==> src/common/core_pkg.sv <==
// core package: stream widths, routing SIDs, settings addresses and shared enums
package core_pkg;

   ////////////////////////////////////////////////////////////
   // stream and routing
   ////////////////////////////////////////////////////////////
   localparam int DATA_W = 64;

   // masked destination SIDs
   localparam logic [7:0] SID_MASK       = 8'hf0;
   localparam logic [7:0] LOCAL_CTRL_SID = 8'h40;
   localparam logic [7:0] RADIO_CTRL_SID = 8'h10;

   ////////////////////////////////////////////////////////////
   // settings bus addresses
   ////////////////////////////////////////////////////////////
   localparam logic [7:0] SR_CORE_MISC     = 8'd16;
   localparam logic [7:0] SR_CORE_READBACK = 8'd32;
   localparam logic [7:0] SR_CORE_SYNC     = 8'd48;

   // compat word, readback slot 0
   localparam logic [31:0] COMPAT_SIGNATURE = 32'hace0ba5e;
   localparam logic [15:0] COMPAT_MAJOR     = 16'h000e;
   localparam logic [15:0] COMPAT_MINOR     = 16'h0000;

   ////////////////////////////////////////////////////////////
   // enums
   ////////////////////////////////////////////////////////////
   typedef enum logic [1:0] {
      DEST_LOCAL,
      DEST_RADIO,
      DEST_DROP
   } sid_dest_e;

   typedef enum logic [2:0] {
      ST_HDR,
      ST_CMD,
      ST_DRAIN,
      ST_WRITE,
      ST_RESP_HDR,
      ST_RESP_DATA
   } ctrl_state_e;

   typedef enum logic [1:0] {
      PPS_GPSDO    = 2'd0,
      PPS_EXT      = 2'd1,
      PPS_INTERNAL = 2'd2,
      PPS_OFF      = 2'd3
   } pps_src_e;

   // indices 4..7 read back as zero
   typedef enum logic [2:0] {
      RB_COMPAT   = 3'd0,
      RB_MISC_IN  = 3'd1,
      RB_LOCK     = 3'd2,
      RB_SETTINGS = 3'd3
   } rb_sel_e;

endpackage

==> src/source/ctrl_demux.sv <==
// control demux: steers control packets by masked SID to local or radio port, or drops them
`timescale 1ns/1ns

module ctrl_demux
   import core_pkg::*;
(
   input  logic              i_bus_clk,
   input  logic              i_bus_rst,
   input  logic [DATA_W-1:0] i_tdata,
   input  logic              i_tlast,
   input  logic              i_tvalid,
   output logic              o_tready,
   output logic [DATA_W-1:0] o_local_tdata,
   output logic              o_local_tlast,
   output logic              o_local_tvalid,
   input  logic              i_local_tready,
   output logic [DATA_W-1:0] o_radio_tdata,
   output logic              o_radio_tlast,
   output logic              o_radio_tvalid,
   input  logic              i_radio_tready
);

   logic      mid_pkt;
   sid_dest_e hdr_dest;
   sid_dest_e dest_q;
   sid_dest_e dest;

   // decode of the header beat
   always_comb begin
      if ((i_tdata[7:0] & SID_MASK) == LOCAL_CTRL_SID) begin
         hdr_dest = DEST_LOCAL;
      end else if ((i_tdata[7:0] & SID_MASK) == RADIO_CTRL_SID) begin
         hdr_dest = DEST_RADIO;
      end else begin
         hdr_dest = DEST_DROP;
      end
   end

   assign dest = mid_pkt ? dest_q : hdr_dest;

   // hold the destination until tlast
   always_ff @(posedge i_bus_clk) begin
      if (i_bus_rst) begin
         mid_pkt <= 1'b0;
         dest_q  <= DEST_DROP;
      end else if (i_tvalid && o_tready) begin
         mid_pkt <= !i_tlast;
         if (!mid_pkt) begin
            dest_q <= hdr_dest;
         end
      end
   end

   assign o_local_tdata  = i_tdata;
   assign o_local_tlast  = i_tlast;
   assign o_local_tvalid = i_tvalid && (dest == DEST_LOCAL);
   assign o_radio_tdata  = i_tdata;
   assign o_radio_tlast  = i_tlast;
   assign o_radio_tvalid = i_tvalid && (dest == DEST_RADIO);

   // dropped packets are swallowed at full rate
   always_comb begin
      case (dest)
         DEST_LOCAL: o_tready = i_local_tready;
         DEST_RADIO: o_tready = i_radio_tready;
         default:    o_tready = 1'b1;
      endcase
   end

endmodule

==> src/source/resp_mux.sv <==
// response mux: packet-atomic round-robin merge of two response streams
`timescale 1ns/1ns

module resp_mux
   import core_pkg::*;
(
   input  logic              i_bus_clk,
   input  logic              i_bus_rst,
   input  logic [DATA_W-1:0] i_a_tdata,
   input  logic              i_a_tlast,
   input  logic              i_a_tvalid,
   output logic              o_a_tready,
   input  logic [DATA_W-1:0] i_b_tdata,
   input  logic              i_b_tlast,
   input  logic              i_b_tvalid,
   output logic              o_b_tready,
   output logic [DATA_W-1:0] o_tdata,
   output logic              o_tlast,
   output logic              o_tvalid,
   input  logic              i_tready
);

   // select 0 is input a, 1 is input b
   logic busy;
   logic grant;
   logic last_win;
   logic pick;
   logic sel;
   logic pkt_end;

   // alternate when both wait
   always_comb begin
      if (i_a_tvalid && i_b_tvalid) begin
         pick = ~last_win;
      end else begin
         pick = i_b_tvalid;
      end
   end

   assign sel = busy ? grant : pick;

   assign o_tdata    = sel ? i_b_tdata  : i_a_tdata;
   assign o_tlast    = sel ? i_b_tlast  : i_a_tlast;
   assign o_tvalid   = sel ? i_b_tvalid : i_a_tvalid;
   assign o_a_tready = i_tready && !sel;
   assign o_b_tready = i_tready && sel;
   assign pkt_end    = o_tvalid && i_tready && o_tlast;

   // lock the grant once a beat is offered, so the output stays stable
   always_ff @(posedge i_bus_clk) begin
      if (i_bus_rst) begin
         busy     <= 1'b0;
         grant    <= 1'b0;
         last_win <= 1'b1;
      end else begin
         if (!busy) begin
            if (o_tvalid && !pkt_end) begin
               busy  <= 1'b1;
               grant <= sel;
            end
         end else if (pkt_end) begin
            busy <= 1'b0;
         end
         if (pkt_end) begin
            last_win <= sel;
         end
      end
   end

endmodule

==> src/ctrl_proc/ctrl_proc.sv <==
// control processor: parses command packets, strobes the settings bus, returns readback
`timescale 1ns/1ns

module ctrl_proc
   import core_pkg::*;
(
   input  logic              i_bus_clk,
   input  logic              i_bus_rst,
   input  logic [DATA_W-1:0] i_ctrl_tdata,
   input  logic              i_ctrl_tlast,
   input  logic              i_ctrl_tvalid,
   output logic              o_ctrl_tready,
   output logic [DATA_W-1:0] o_resp_tdata,
   output logic              o_resp_tlast,
   output logic              o_resp_tvalid,
   input  logic              i_resp_tready,
   output logic              o_set_stb,
   output logic [7:0]        o_set_addr,
   output logic [31:0]       o_set_data,
   input  logic [DATA_W-1:0] i_readback
);

   ctrl_state_e       state;
   logic [DATA_W-1:0] hdr_q;
   logic [DATA_W-1:0] cmd_q;
   logic [DATA_W-1:0] rb_q;
   logic              ctrl_beat;
   logic              resp_beat;

   assign ctrl_beat = i_ctrl_tvalid && o_ctrl_tready;
   assign resp_beat = o_resp_tvalid && i_resp_tready;

   ////////////////////////////////////////////////////////////
   // state machine
   ////////////////////////////////////////////////////////////
   always_ff @(posedge i_bus_clk) begin
      if (i_bus_rst) begin
         state <= ST_HDR;
      end else begin
         case (state)
            // a lone header beat carries no command and is dropped
            ST_HDR: begin
               if (ctrl_beat && !i_ctrl_tlast) begin
                  state <= ST_CMD;
               end
            end
            ST_CMD: begin
               if (ctrl_beat) begin
                  state <= i_ctrl_tlast ? ST_WRITE : ST_DRAIN;
               end
            end
            ST_DRAIN: begin
               if (ctrl_beat && i_ctrl_tlast) begin
                  state <= ST_WRITE;
               end
            end
            ST_WRITE: state <= ST_RESP_HDR;
            ST_RESP_HDR: begin
               if (resp_beat) begin
                  state <= ST_RESP_DATA;
               end
            end
            ST_RESP_DATA: begin
               if (resp_beat) begin
                  state <= ST_HDR;
               end
            end
            default: state <= ST_HDR;
         endcase
      end
   end

   // header, command and readback capture
   always_ff @(posedge i_bus_clk) begin
      if (state == ST_HDR && ctrl_beat) begin
         hdr_q <= i_ctrl_tdata;
      end
      if (state == ST_CMD && ctrl_beat) begin
         cmd_q <= i_ctrl_tdata;
      end
      // sampled after the write lands, frozen while the data beat waits
      if (state == ST_RESP_HDR) begin
         rb_q <= i_readback;
      end
   end

   assign o_ctrl_tready = (state == ST_HDR) || (state == ST_CMD) || (state == ST_DRAIN);

   assign o_set_stb  = (state == ST_WRITE);
   assign o_set_addr = cmd_q[39:32];
   assign o_set_data = cmd_q[31:0];

   ////////////////////////////////////////////////////////////
   // response, header with SIDs swapped then readback word
   ////////////////////////////////////////////////////////////
   assign o_resp_tvalid = (state == ST_RESP_HDR) || (state == ST_RESP_DATA);
   assign o_resp_tlast  = (state == ST_RESP_DATA);
   assign o_resp_tdata  = (state == ST_RESP_DATA) ? rb_q :
                          {hdr_q[DATA_W-1:16], hdr_q[7:0], hdr_q[15:8]};

endmodule

==> src/ctrl_proc/core_settings.sv <==
// core settings: misc, readback select and PPS source registers with readback mux
`timescale 1ns/1ns

module core_settings
   import core_pkg::*;
(
   input  logic              i_bus_clk,
   input  logic              i_bus_rst,
   input  logic              i_set_stb,
   input  logic [7:0]        i_set_addr,
   input  logic [31:0]       i_set_data,
   input  logic [1:0]        i_lock_signals,
   input  logic [31:0]       i_rb_misc,
   output logic [DATA_W-1:0] o_readback,
   output logic [31:0]       o_misc_outs,
   output pps_src_e          o_pps_src
);

   logic [31:0] misc_q;
   rb_sel_e     rb_sel;
   pps_src_e    pps_src;
   logic [1:0]  lock_meta;
   logic [1:0]  lock_sync;

   ////////////////////////////////////////////////////////////
   // setting registers
   ////////////////////////////////////////////////////////////
   always_ff @(posedge i_bus_clk) begin
      if (i_bus_rst) begin
         misc_q  <= '0;
         rb_sel  <= RB_COMPAT;
         pps_src <= PPS_GPSDO;
      end else if (i_set_stb) begin
         case (i_set_addr)
            SR_CORE_MISC:     misc_q  <= i_set_data;
            SR_CORE_READBACK: rb_sel  <= rb_sel_e'(i_set_data[2:0]);
            SR_CORE_SYNC:     pps_src <= pps_src_e'(i_set_data[1:0]);
            default:          ;
         endcase
      end
   end

   // lock signals come from the front end, two stages
   always_ff @(posedge i_bus_clk) begin
      if (i_bus_rst) begin
         lock_meta <= '0;
         lock_sync <= '0;
      end else begin
         lock_meta <= i_lock_signals;
         lock_sync <= lock_meta;
      end
   end

   ////////////////////////////////////////////////////////////
   // readback mux
   ////////////////////////////////////////////////////////////
   always_comb begin
      case (rb_sel)
         RB_COMPAT:   o_readback = {COMPAT_SIGNATURE, COMPAT_MAJOR, COMPAT_MINOR};
         RB_MISC_IN:  o_readback = {32'h0, i_rb_misc};
         RB_LOCK:     o_readback = {62'h0, lock_sync};
         RB_SETTINGS: o_readback = {30'h0, pps_src, misc_q};
         default:     o_readback = '0;
      endcase
   end

   assign o_misc_outs = misc_q;
   assign o_pps_src   = pps_src;

endmodule

==> src/source/pps_select.sv <==
// PPS selector: internal PPS generator, input synchronizers and source mux
`timescale 1ns/1ns

module pps_select
   import core_pkg::*;
#(
   parameter int PPS_PERIOD = 100_000_000
) (
   input  logic     i_bus_clk,
   input  logic     i_bus_rst,
   input  pps_src_e i_pps_src,
   input  logic     i_pps_gpsdo,
   input  logic     i_pps_ext,
   output logic     o_pps
);

   localparam int CNT_W = $clog2(PPS_PERIOD);

   logic [CNT_W-1:0] period_cnt;
   logic             int_pps;
   logic [1:0]       gpsdo_del;
   logic [1:0]       ext_del;
   logic [1:0]       int_del;

   // one-cycle pulse every PPS_PERIOD cycles
   always_ff @(posedge i_bus_clk) begin
      if (i_bus_rst) begin
         period_cnt <= '0;
         int_pps    <= 1'b0;
      end else if (period_cnt == CNT_W'(PPS_PERIOD - 1)) begin
         period_cnt <= '0;
         int_pps    <= 1'b1;
      end else begin
         period_cnt <= period_cnt + 1'b1;
         int_pps    <= 1'b0;
      end
   end

   // two flops on every source
   always_ff @(posedge i_bus_clk) begin
      if (i_bus_rst) begin
         gpsdo_del <= '0;
         ext_del   <= '0;
         int_del   <= '0;
      end else begin
         gpsdo_del <= {gpsdo_del[0], i_pps_gpsdo};
         ext_del   <= {ext_del[0], i_pps_ext};
         int_del   <= {int_del[0], int_pps};
      end
   end

   always_comb begin
      case (i_pps_src)
         PPS_GPSDO:    o_pps = gpsdo_del[1];
         PPS_EXT:      o_pps = ext_del[1];
         PPS_INTERNAL: o_pps = int_del[1];
         default:      o_pps = 1'b0;
      endcase
   end

endmodule

==> src/source/ctrl_core.sv <==
// control core top: control demux, local processor, settings, response merge and PPS select
`timescale 1ns/1ns

module ctrl_core
   import core_pkg::*;
#(
   parameter int PPS_PERIOD = 100_000_000
) (
   input  logic              bus_clk,
   input  logic              bus_rst,
   input  logic [DATA_W-1:0] i_ctrl_tdata,
   input  logic              i_ctrl_tlast,
   input  logic              i_ctrl_tvalid,
   output logic              o_ctrl_tready,
   output logic [DATA_W-1:0] o_resp_tdata,
   output logic              o_resp_tlast,
   output logic              o_resp_tvalid,
   input  logic              i_resp_tready,
   output logic [DATA_W-1:0] o_r0_ctrl_tdata,
   output logic              o_r0_ctrl_tlast,
   output logic              o_r0_ctrl_tvalid,
   input  logic              i_r0_ctrl_tready,
   input  logic [DATA_W-1:0] i_r0_resp_tdata,
   input  logic              i_r0_resp_tlast,
   input  logic              i_r0_resp_tvalid,
   output logic              o_r0_resp_tready,
   input  logic              i_pps_int,
   input  logic              i_pps_ext,
   output logic              o_pps,
   input  logic [1:0]        i_lock_signals,
   input  logic [31:0]       i_rb_misc,
   output logic [31:0]       o_misc_outs
);

   // local processor streams
   logic [DATA_W-1:0] l0_ctrl_tdata;
   logic              l0_ctrl_tlast;
   logic              l0_ctrl_tvalid;
   logic              l0_ctrl_tready;
   logic [DATA_W-1:0] l0_resp_tdata;
   logic              l0_resp_tlast;
   logic              l0_resp_tvalid;
   logic              l0_resp_tready;

   // settings bus and readback
   logic              set_stb;
   logic [7:0]        set_addr;
   logic [31:0]       set_data;
   logic [DATA_W-1:0] rb_data;
   pps_src_e          pps_src;

   ////////////////////////////////////////////////////////////
   // control routing
   ////////////////////////////////////////////////////////////
   ctrl_demux u_ctrl_demux (
      .i_bus_clk      (bus_clk),
      .i_bus_rst      (bus_rst),
      .i_tdata        (i_ctrl_tdata),
      .i_tlast        (i_ctrl_tlast),
      .i_tvalid       (i_ctrl_tvalid),
      .o_tready       (o_ctrl_tready),
      .o_local_tdata  (l0_ctrl_tdata),
      .o_local_tlast  (l0_ctrl_tlast),
      .o_local_tvalid (l0_ctrl_tvalid),
      .i_local_tready (l0_ctrl_tready),
      .o_radio_tdata  (o_r0_ctrl_tdata),
      .o_radio_tlast  (o_r0_ctrl_tlast),
      .o_radio_tvalid (o_r0_ctrl_tvalid),
      .i_radio_tready (i_r0_ctrl_tready)
   );

   ctrl_proc u_ctrl_proc (
      .i_bus_clk     (bus_clk),
      .i_bus_rst     (bus_rst),
      .i_ctrl_tdata  (l0_ctrl_tdata),
      .i_ctrl_tlast  (l0_ctrl_tlast),
      .i_ctrl_tvalid (l0_ctrl_tvalid),
      .o_ctrl_tready (l0_ctrl_tready),
      .o_resp_tdata  (l0_resp_tdata),
      .o_resp_tlast  (l0_resp_tlast),
      .o_resp_tvalid (l0_resp_tvalid),
      .i_resp_tready (l0_resp_tready),
      .o_set_stb     (set_stb),
      .o_set_addr    (set_addr),
      .o_set_data    (set_data),
      .i_readback    (rb_data)
   );

   core_settings u_core_settings (
      .i_bus_clk      (bus_clk),
      .i_bus_rst      (bus_rst),
      .i_set_stb      (set_stb),
      .i_set_addr     (set_addr),
      .i_set_data     (set_data),
      .i_lock_signals (i_lock_signals),
      .i_rb_misc      (i_rb_misc),
      .o_readback     (rb_data),
      .o_misc_outs    (o_misc_outs),
      .o_pps_src      (pps_src)
   );

   // input a is the local processor, b the radio port
   resp_mux u_resp_mux (
      .i_bus_clk  (bus_clk),
      .i_bus_rst  (bus_rst),
      .i_a_tdata  (l0_resp_tdata),
      .i_a_tlast  (l0_resp_tlast),
      .i_a_tvalid (l0_resp_tvalid),
      .o_a_tready (l0_resp_tready),
      .i_b_tdata  (i_r0_resp_tdata),
      .i_b_tlast  (i_r0_resp_tlast),
      .i_b_tvalid (i_r0_resp_tvalid),
      .o_b_tready (o_r0_resp_tready),
      .o_tdata    (o_resp_tdata),
      .o_tlast    (o_resp_tlast),
      .o_tvalid   (o_resp_tvalid),
      .i_tready   (i_resp_tready)
   );

   ////////////////////////////////////////////////////////////
   // PPS
   ////////////////////////////////////////////////////////////
   pps_select #(
      .PPS_PERIOD (PPS_PERIOD)
   ) u_pps_select (
      .i_bus_clk   (bus_clk),
      .i_bus_rst   (bus_rst),
      .i_pps_src   (pps_src),
      .i_pps_gpsdo (i_pps_int),
      .i_pps_ext   (i_pps_ext),
      .o_pps       (o_pps)
   );

endmodule

==> config.mk <==
export PLATFORM = sky130hd
export DESIGN_NAME = ctrl_core
export DESIGN_NICKNAME = d
export VERILOG_FILES = /design/src/common/core_pkg.sv /design/src/source/ctrl_demux.sv /design/src/source/resp_mux.sv /design/src/ctrl_proc/ctrl_proc.sv /design/src/ctrl_proc/core_settings.sv /design/src/source/pps_select.sv /design/src/source/ctrl_core.sv
export SDC_FILE = /design/constraint.sdc
export NUM_CORES = 1
export LEC_CHECK = 0
export BUFFER_PORTS_ARGS = -buffer_cell sky130_fd_sc_hd__buf_2
export CAP_MARGIN = 20
export CELL_PAD_IN_SITES_DETAIL_PLACEMENT = 1
export CELL_PAD_IN_SITES_GLOBAL_PLACEMENT = 1
export CORE_MARGIN = 10
export CORE_UTILIZATION = 43
export CTS_CLUSTER_DIAMETER = 200
export DETAILED_ROUTE_END_ITERATION = 16
export GPL_ROUTABILITY_DRIVEN = 0
export PLACE_DENSITY = 0.91
export SETUP_SLACK_MARGIN = 0.2
export SYNTH_ARGS = -nofsm -noshare
export SYNTH_HDL_FRONTEND = slang
export SYNTH_HIERARCHICAL = 1
export SYNTH_SLANG_ARGS = --single-unit
==> constraint.sdc <==
create_clock -name bus_clk -period 10.4 [get_ports bus_clk]
set_clock_uncertainty 0.05 [all_clocks]
set_input_delay 2.08 -clock bus_clk [delete_from_list [all_inputs] [get_ports bus_clk]]
set_output_delay 2.08 -clock bus_clk [all_outputs]
set_load 0.1 [all_outputs]
After elaboration in Yosys (flattened, before gate mapping)

Cells that the tools add are included.

Word-level logic and storage cells: 98
Input port bits: 172
Output and inout port bits: 167
Flip-flop bits (word level): 252

Bitwise logic cells: 2
Reduce and logical (&&, ||, !) cells: 31
Multiplexer cells: 23
Eq/ne operators: 22
Add/sub/neg operators: 1

Operator list:

| operator                | count |
|---|---|
| $pmux W64 S4            | 1 |
| $mux W64                | 2 |
| $add A27 B1 Y27 const B | 1 |
| $eq A27 B27 Y1 const B  | 1 |
| $pmux W3 S6             | 1 |
| $eq A8 B6 Y1 const B    | 2 |
| $logic_and A1 B1 Y1     | 15 |
| $mux W3                 | 5 |
| $eq A3 B2 Y1 const B    | 4 |
| $mux W1                 | 9 |
| $eq A8 B5 Y1 const B    | 1 |
| $ne A2 B1 Y1 const B    | 4 |
| $reduce_and A2 Y1       | 4 |
| $eq A3 B1 Y1 const B    | 2 |
| $eq A3 B3 Y1 const B    | 2 |
| $logic_not A3 Y1        | 2 |
| $mux W2                 | 3 |
| $reduce_and A5 Y1       | 1 |
| $eq A2 B1 Y1 const B    | 2 |
| $eq A4 B1 Y1 const B    | 1 |
| $eq A4 B3 Y1 const B    | 1 |
| $logic_not A2 Y1        | 2 |
| $logic_not A1 Y1        | 3 |
| $logic_or A1 B1 Y1      | 3 |
| 6 further kinds         | 7 |

Logic depth before layout (Yosys ltp)

Depth after elaboration: 12
Depth in mapped cells: 11
Depth with buffers taken out: 8

Cells and area by module

The synthesis kept the hierarchy.

Modules (own cells, without submodules):

| module        | cells each | instances | seq. area each (sq um) | area an instance (sq um) |
|---|---|---|---|---|
| ctrl_proc     | 274        | 1         | 5104.9                 | 6253.5 |
| core_settings | 276        | 1         | 820.8                  | 2362.3 |
| pps_select    | 169        | 1         | 680.7                  | 1555.2 |
| ctrl_demux    | 156        | 1         | 60.1                   | 1198.6 |
| resp_mux      | 101        | 1         | 60.1                   | 1123.6 |

Least setup slack after synthesis

No wires, ideal clock.

Path type: input -> register
From: input port i_ctrl_tdata[4]
To: register u_ctrl_proc.hdr_q[0] (enable)
Stages on the path: 5
Arrival time: 7.163 ns
Path slack: 2.622 ns
Buffers on the path: 0
Cells stage by stage: or4b_4 o21ai_0 nor3_1 nand2b_1 nor3_1

Word-level cells in the longest chain between the ends: 8
Elaborated cells on any way between the ends: 9

Ends and longest elaborated chain:

| item                    | line             | source |
|---|---|---|
| start: declaration      | ctrl_core.sv:11  | `input logic [DATA_W-1:0] i_ctrl_tdata,` |
| $eq A4 B1 Y1            | ctrl_demux.sv:32 | `end else if ((i_tdata[7:0] & SID_MASK) == RADIO_CTRL_SID) begin` |
| $mux W2                 | ctrl_demux.sv:32 |  |
| $mux W2 (*)             | ctrl_demux.sv:30 | `if ((i_tdata[7:0] & SID_MASK) == LOCAL_CTRL_SID) begin` |
| $mux W2 (*)             | ctrl_demux.sv:39 | `assign dest = mid_pkt ? dest_q : hdr_dest;` |
| $logic_not A2 Y1 (*)    | ctrl_demux.sv:56 | `assign o_local_tvalid = i_tvalid && (dest == DEST_LOCAL);` |
| $logic_and A1 B1 Y1 (*) | ctrl_demux.sv:56 |  |
| via l0_ctrl_tvalid      | ctrl_core.sv:38  | `logic l0_ctrl_tvalid;` |
| $logic_and A1 B1 Y1 (*) | ctrl_proc.sv:30  | `assign ctrl_beat = i_ctrl_tvalid && o_ctrl_tready;` |
| $logic_and A1 B1 Y1 (*) | ctrl_proc.sv:75  | `if (state == ST_HDR && ctrl_beat) begin` |
| end signal: assignment  | ctrl_proc.sv:76  | `hdr_q <= i_ctrl_tdata;` |
| end: declaration        | ctrl_proc.sv:24  | `logic [DATA_W-1:0] hdr_q;` |

The timed path passes the listed nets; every way through them passes the cells marked *.
A chain may end at the register's enable or synchronous reset.

Worst setup path after layout

From: input port i_r0_resp_tvalid
To: output port o_resp_tdata[58]

Word-level cells in the longest chain between the ends: 4

Ends and longest elaborated chain:

| item                | line            | source |
|---|---|---|
| start: declaration  | ctrl_core.sv:25 | `input logic i_r0_resp_tvalid,` |
| $logic_and A1 B1 Y1 | resp_mux.sv:33  | `if (i_a_tvalid && i_b_tvalid) begin` |
| $mux W1 (*)         | resp_mux.sv:33  |  |
| $mux W1 (*)         | resp_mux.sv:40  | `assign sel = busy ? grant : pick;` |
| $mux W64 (*)        | resp_mux.sv:42  | `assign o_tdata = sel ? i_b_tdata : i_a_tdata;` |
| end: declaration    | ctrl_core.sv:15 | `output logic [DATA_W-1:0] o_resp_tdata,` |

Every way passes the cells marked *; elsewhere a longest branch is shown, timed or not.

==> results.py <==
metrics = {
    "critical_path": {
        "cpPeakStageDelay_ns": 0.57,
        "path_cells": "buf_2 -> a31oi_4 -> buf_12 -> buf_4 -> mux2_1 -> buf_2",
        "setup.worst_path.start_class": "input port",
        "cp.required_ns": 8.27,
        "crit_slowest_cell": "buf_4",
        "path_buf_inv": 4,
        "cp.arrival_ns": 4.09,
        "cp_max_fo": 41,
        "end_kind": "output pin",
        "cp_top_family": "buffers and inverters",
        "cp_common_cell": "buf_2",
        "path_class": "in2out",
    },
    "detailed_routing": {
        "m1WireLength_um": 14500,
        "drt-initial-drc-count": 368,
        "dr.pass1.iters": 5,
        "vias": 8363,
        "drt-total-wl_um": 36600,
        "highest_layer": "met4",
        "met3_length_um": 2630,
        "wl_met2_um": 18600,
        "drc": 0,
        "avgViaCountPerCell": 5.33,
        "wl_per_cell_um": 23.3,
        "postRouteAntennaNets": 0,
    },
    "power_and_ir_drop": {
        "power.switching_uw": 751,
        "power.density_nw_per_um2": 172,
        "internal-power_uw": 1700,
        "p_leak_uw": 0.00581,
        "switching_share": 0.306,
        "p_comb_frac": 0.176,
        "vdd_drop_max_uv": 123,
        "power_frac_clock": 0.381,
        "power_frac_seq": 0.443,
    },
    "status": {
        "outcome": "completed",
    },
    "sta": {
        "fmax_ghz": 0.161,
        "whs_ns": 0.413,
        "min_period_ns": 6.22,
        "slew_viol_final": 0,
        "worst_pin_slew_ns": 1.01,
        "hold_viol_final": 0,
        "max_slew_margin": 0.326,
        "rsz0062_at_grt": "no",
        "setup_tns_ns": 0,
        "setup_viol": 0,
        "period_share": 0.598,
    },
    "clock_network": {
        "post-cts-setup-buffers": 0,
        "cts_hold_buffers": 0,
        "clkLatencyLatePin_ns": 0.56,
        "numClockSinks": 252,
        "path_clk_slew_ns": 0.06,
        "cts_resized": 0,
        "cts_max_level": 1,
        "cts_buffer_depth": 3,
        "numCtsBuffers": 28,
        "cts-root-buf": "clkbuf_16",
        "cts_tree": "built",
    },
    "place": {
        "io_buffers": 338,
        "dpl_cell_area_um2": 13400,
        "dp.final_hpwl_um": 26300,
    },
    "logic_synthesis": {
        "synth_compound_area_frac": 0.0796,
        "synth_common_cells": "edfxtp_1 (168), buf_4 (163), dfxtp_1 (84)",
        "synth-edff-count": 168,
        "synth-simple-area-share": 0.0955,
        "synth-main-ff-cell": "edfxtp_1",
        "synth_area_per_cell_um2": 12.8,
        "synth_top_area_share": 0.404,
        "synth_most_common_cell": "edfxtp_1",
        "yosys_register_bits": 252,
        "synth_area_leaders": "edfxtp_1 (40%), dfxtp_1 (13%), buf_4 (9.8%)",
        "syn-cell-area_um2": 12500,
        "yosysTopAreaCell": "edfxtp_1",
        "ys_seq_area_frac": 0.538,
        "synth_top_family_by_area": "multiplexers",
        "synthDistinctLibCells": 71,
        "async_flop_share": 0,
        "synth_mux_area_frac": 0.144,
        "synth_cells": 976,
        "synth_xor_area_frac": 0.0133,
        "synth_fa_ha_area_frac": 0.00100,
        "synth_warnings": 6,
    },
    "floorplan": {
        "start_util": 0.435,
        "die_x_um": 190,
        "dieHeight_um": 190,
        "die_area_um2": 36300,
        "design.core.area_um2": 28700,
        "io_pins": 339,
        "fp-row-count": 62,
    },
    "cells_and_area": {
        "area.growth.synth_to_final_pct": 14.1,
        "fin_nets": 1334,
        "design_area_um2": 14300,
        "filler_cell_count": 3030,
        "drive_above_1_share": 0.451,
    },
    "global_routing": {
        "grt_pass1_vias": 9214,
        "antenna_found_initial": 2,
        "grt_pass1_wl_um": 54600,
        "grt.total_usage": 0.192,
        "grt_max_degree": 77,
        "overflow": 0,
    },
    "flow_run": {
        "cap_violations": 0,
    },
    "min_path": {
        "min-delay-path-class": "reg2reg",
    },
}
==> final timing paths <==
| check | slack (ns) | end | from | depth (start not counted) |
|---|---|---|---|---|
| worst min-delay path | 0.41 | u_pps_select/int_del[0]$_SDFF_PP0_ | u_pps_select/int_pps$_SDFF_PP0_ | 1 |
| worst max-delay path | 4.18 | o_resp_tdata[58] | i_r0_resp_tvalid | 6 |
| worst min register to register | 0.41 | u_pps_select/int_del[0]$_SDFF_PP0_ | u_pps_select/int_pps$_SDFF_PP0_ | 1 |
| worst max register to register | 7.62 | u_ctrl_proc/state[0]$_SDFFE_PP0P_ | u_ctrl_proc/state[2]$_SDFFE_PP0P_ | 8 |
==> kinds of logic (layout without fill, tap and decap cells) <==
| group | Yosys count | in the layout |
|---|---|---|
| XOR/XNOR | 19 | 19 |
| buffers and inverters | 229 | 423 |
| multiplexers | 137 | 137 |
| other | 1 | 16 |
| AND/OR/NAND/NOR | 197 | 197 |
| adder cells (fa/ha/maj) | 1 | 1 |
| AO/OA/AOI/OAI | 140 | 140 |
| flip-flops | 252 | 252 |
==> final cells by class <==
cell class / count / area, um2 / share of cell area
clock buffers: 40 / 790 / 0.0554
clock inverters: 12 / 86.3 / 0.00606
diodes: 2 / 5.00 / 0.000351
multi-input cells: 508 / 4280 / 0.300
flip-flops and latches: 252 / 6730 / 0.472
inverters: 17 / 63.8 / 0.00448
well taps: 384 / 480 / 0.0337
repair buffers: 354 / 1820 / 0.128
==> state kept, by name, summed over array words and instances, names as in the netlist, 3 cells and up <==
register and count:
u_ctrl_proc/cmd_q 40, u_ctrl_proc/hdr_q 64, u_core_settings/o_misc_outs 32, u_core_settings/rb_sel 3
u_ctrl_proc/state 3, u_pps_select/period_cnt 27, u_ctrl_proc/rb_q 64
==> power by group through the flow <==
| stage | registers [uW] | logic (uW) | clock network, uW |
|---|---|---|---|
| after floorplan | 1110 | 384 | 0 |
| after global placement | 1110 | 423 | 0 |
| after detailed placement | 1110 | 432 | 0 |
| after CTS | 1090 | 433 | 957 |
| after global routing | 1090 | 447 | 1000 |
| final | 1090 | 430 | 933 |
==> layer usage <==
| layer | track usage | vias to the layer above |
|---|---|---|
| met5 | 0 | - |
| met4 | 0.0575 | 0 |
| met3 | 0.0444 | 65 |
| met2 | 0.346 | 341 |
| met1 | 0.222 | 4157 |
| li1 | - | 3800 |
==> metrics by stage <==
step,power (uW),std cells,setup WS (ns),util
after floorplan,1490,989,2.62,-
after global placement,1530,1514,3.76,0.465
after detailed placement,1540,1514,3.66,0.465
after CTS,2480,1566,3.66,0.496
after global routing,2540,1569,4.08,0.497
final,2450,1569,4.18,0.497
==> placed cells by master, fill, tap and decap left out, types with 6 or more instances in the layout <==
cell       Yosys  final
nand2b_1      14     14
nand4_1       41     41
mux2_1        22     22
a22o_1        27     27
clkbuf_16      0     29
buf_4        163     15
mux2_2        39     39
edfxtp_1     168    168
nand2_1       22     21
clkinv_2       0      9
inv_1         16     16
o31ai_1       33     33
mux2i_1        6      6
xnor2_1        6      6
dfxtp_1       84     84
a21o_1         7      7
nand3_1       15     15
mux2_4        70     70
clkbuf_1      29      7
nor2b_1       15     13
buf_2          7    338
nor2_1        41     39
a21oi_1       43     43
xor2_1        13     13
conb_1         1     14
Power figures use the tool's default switching activity.
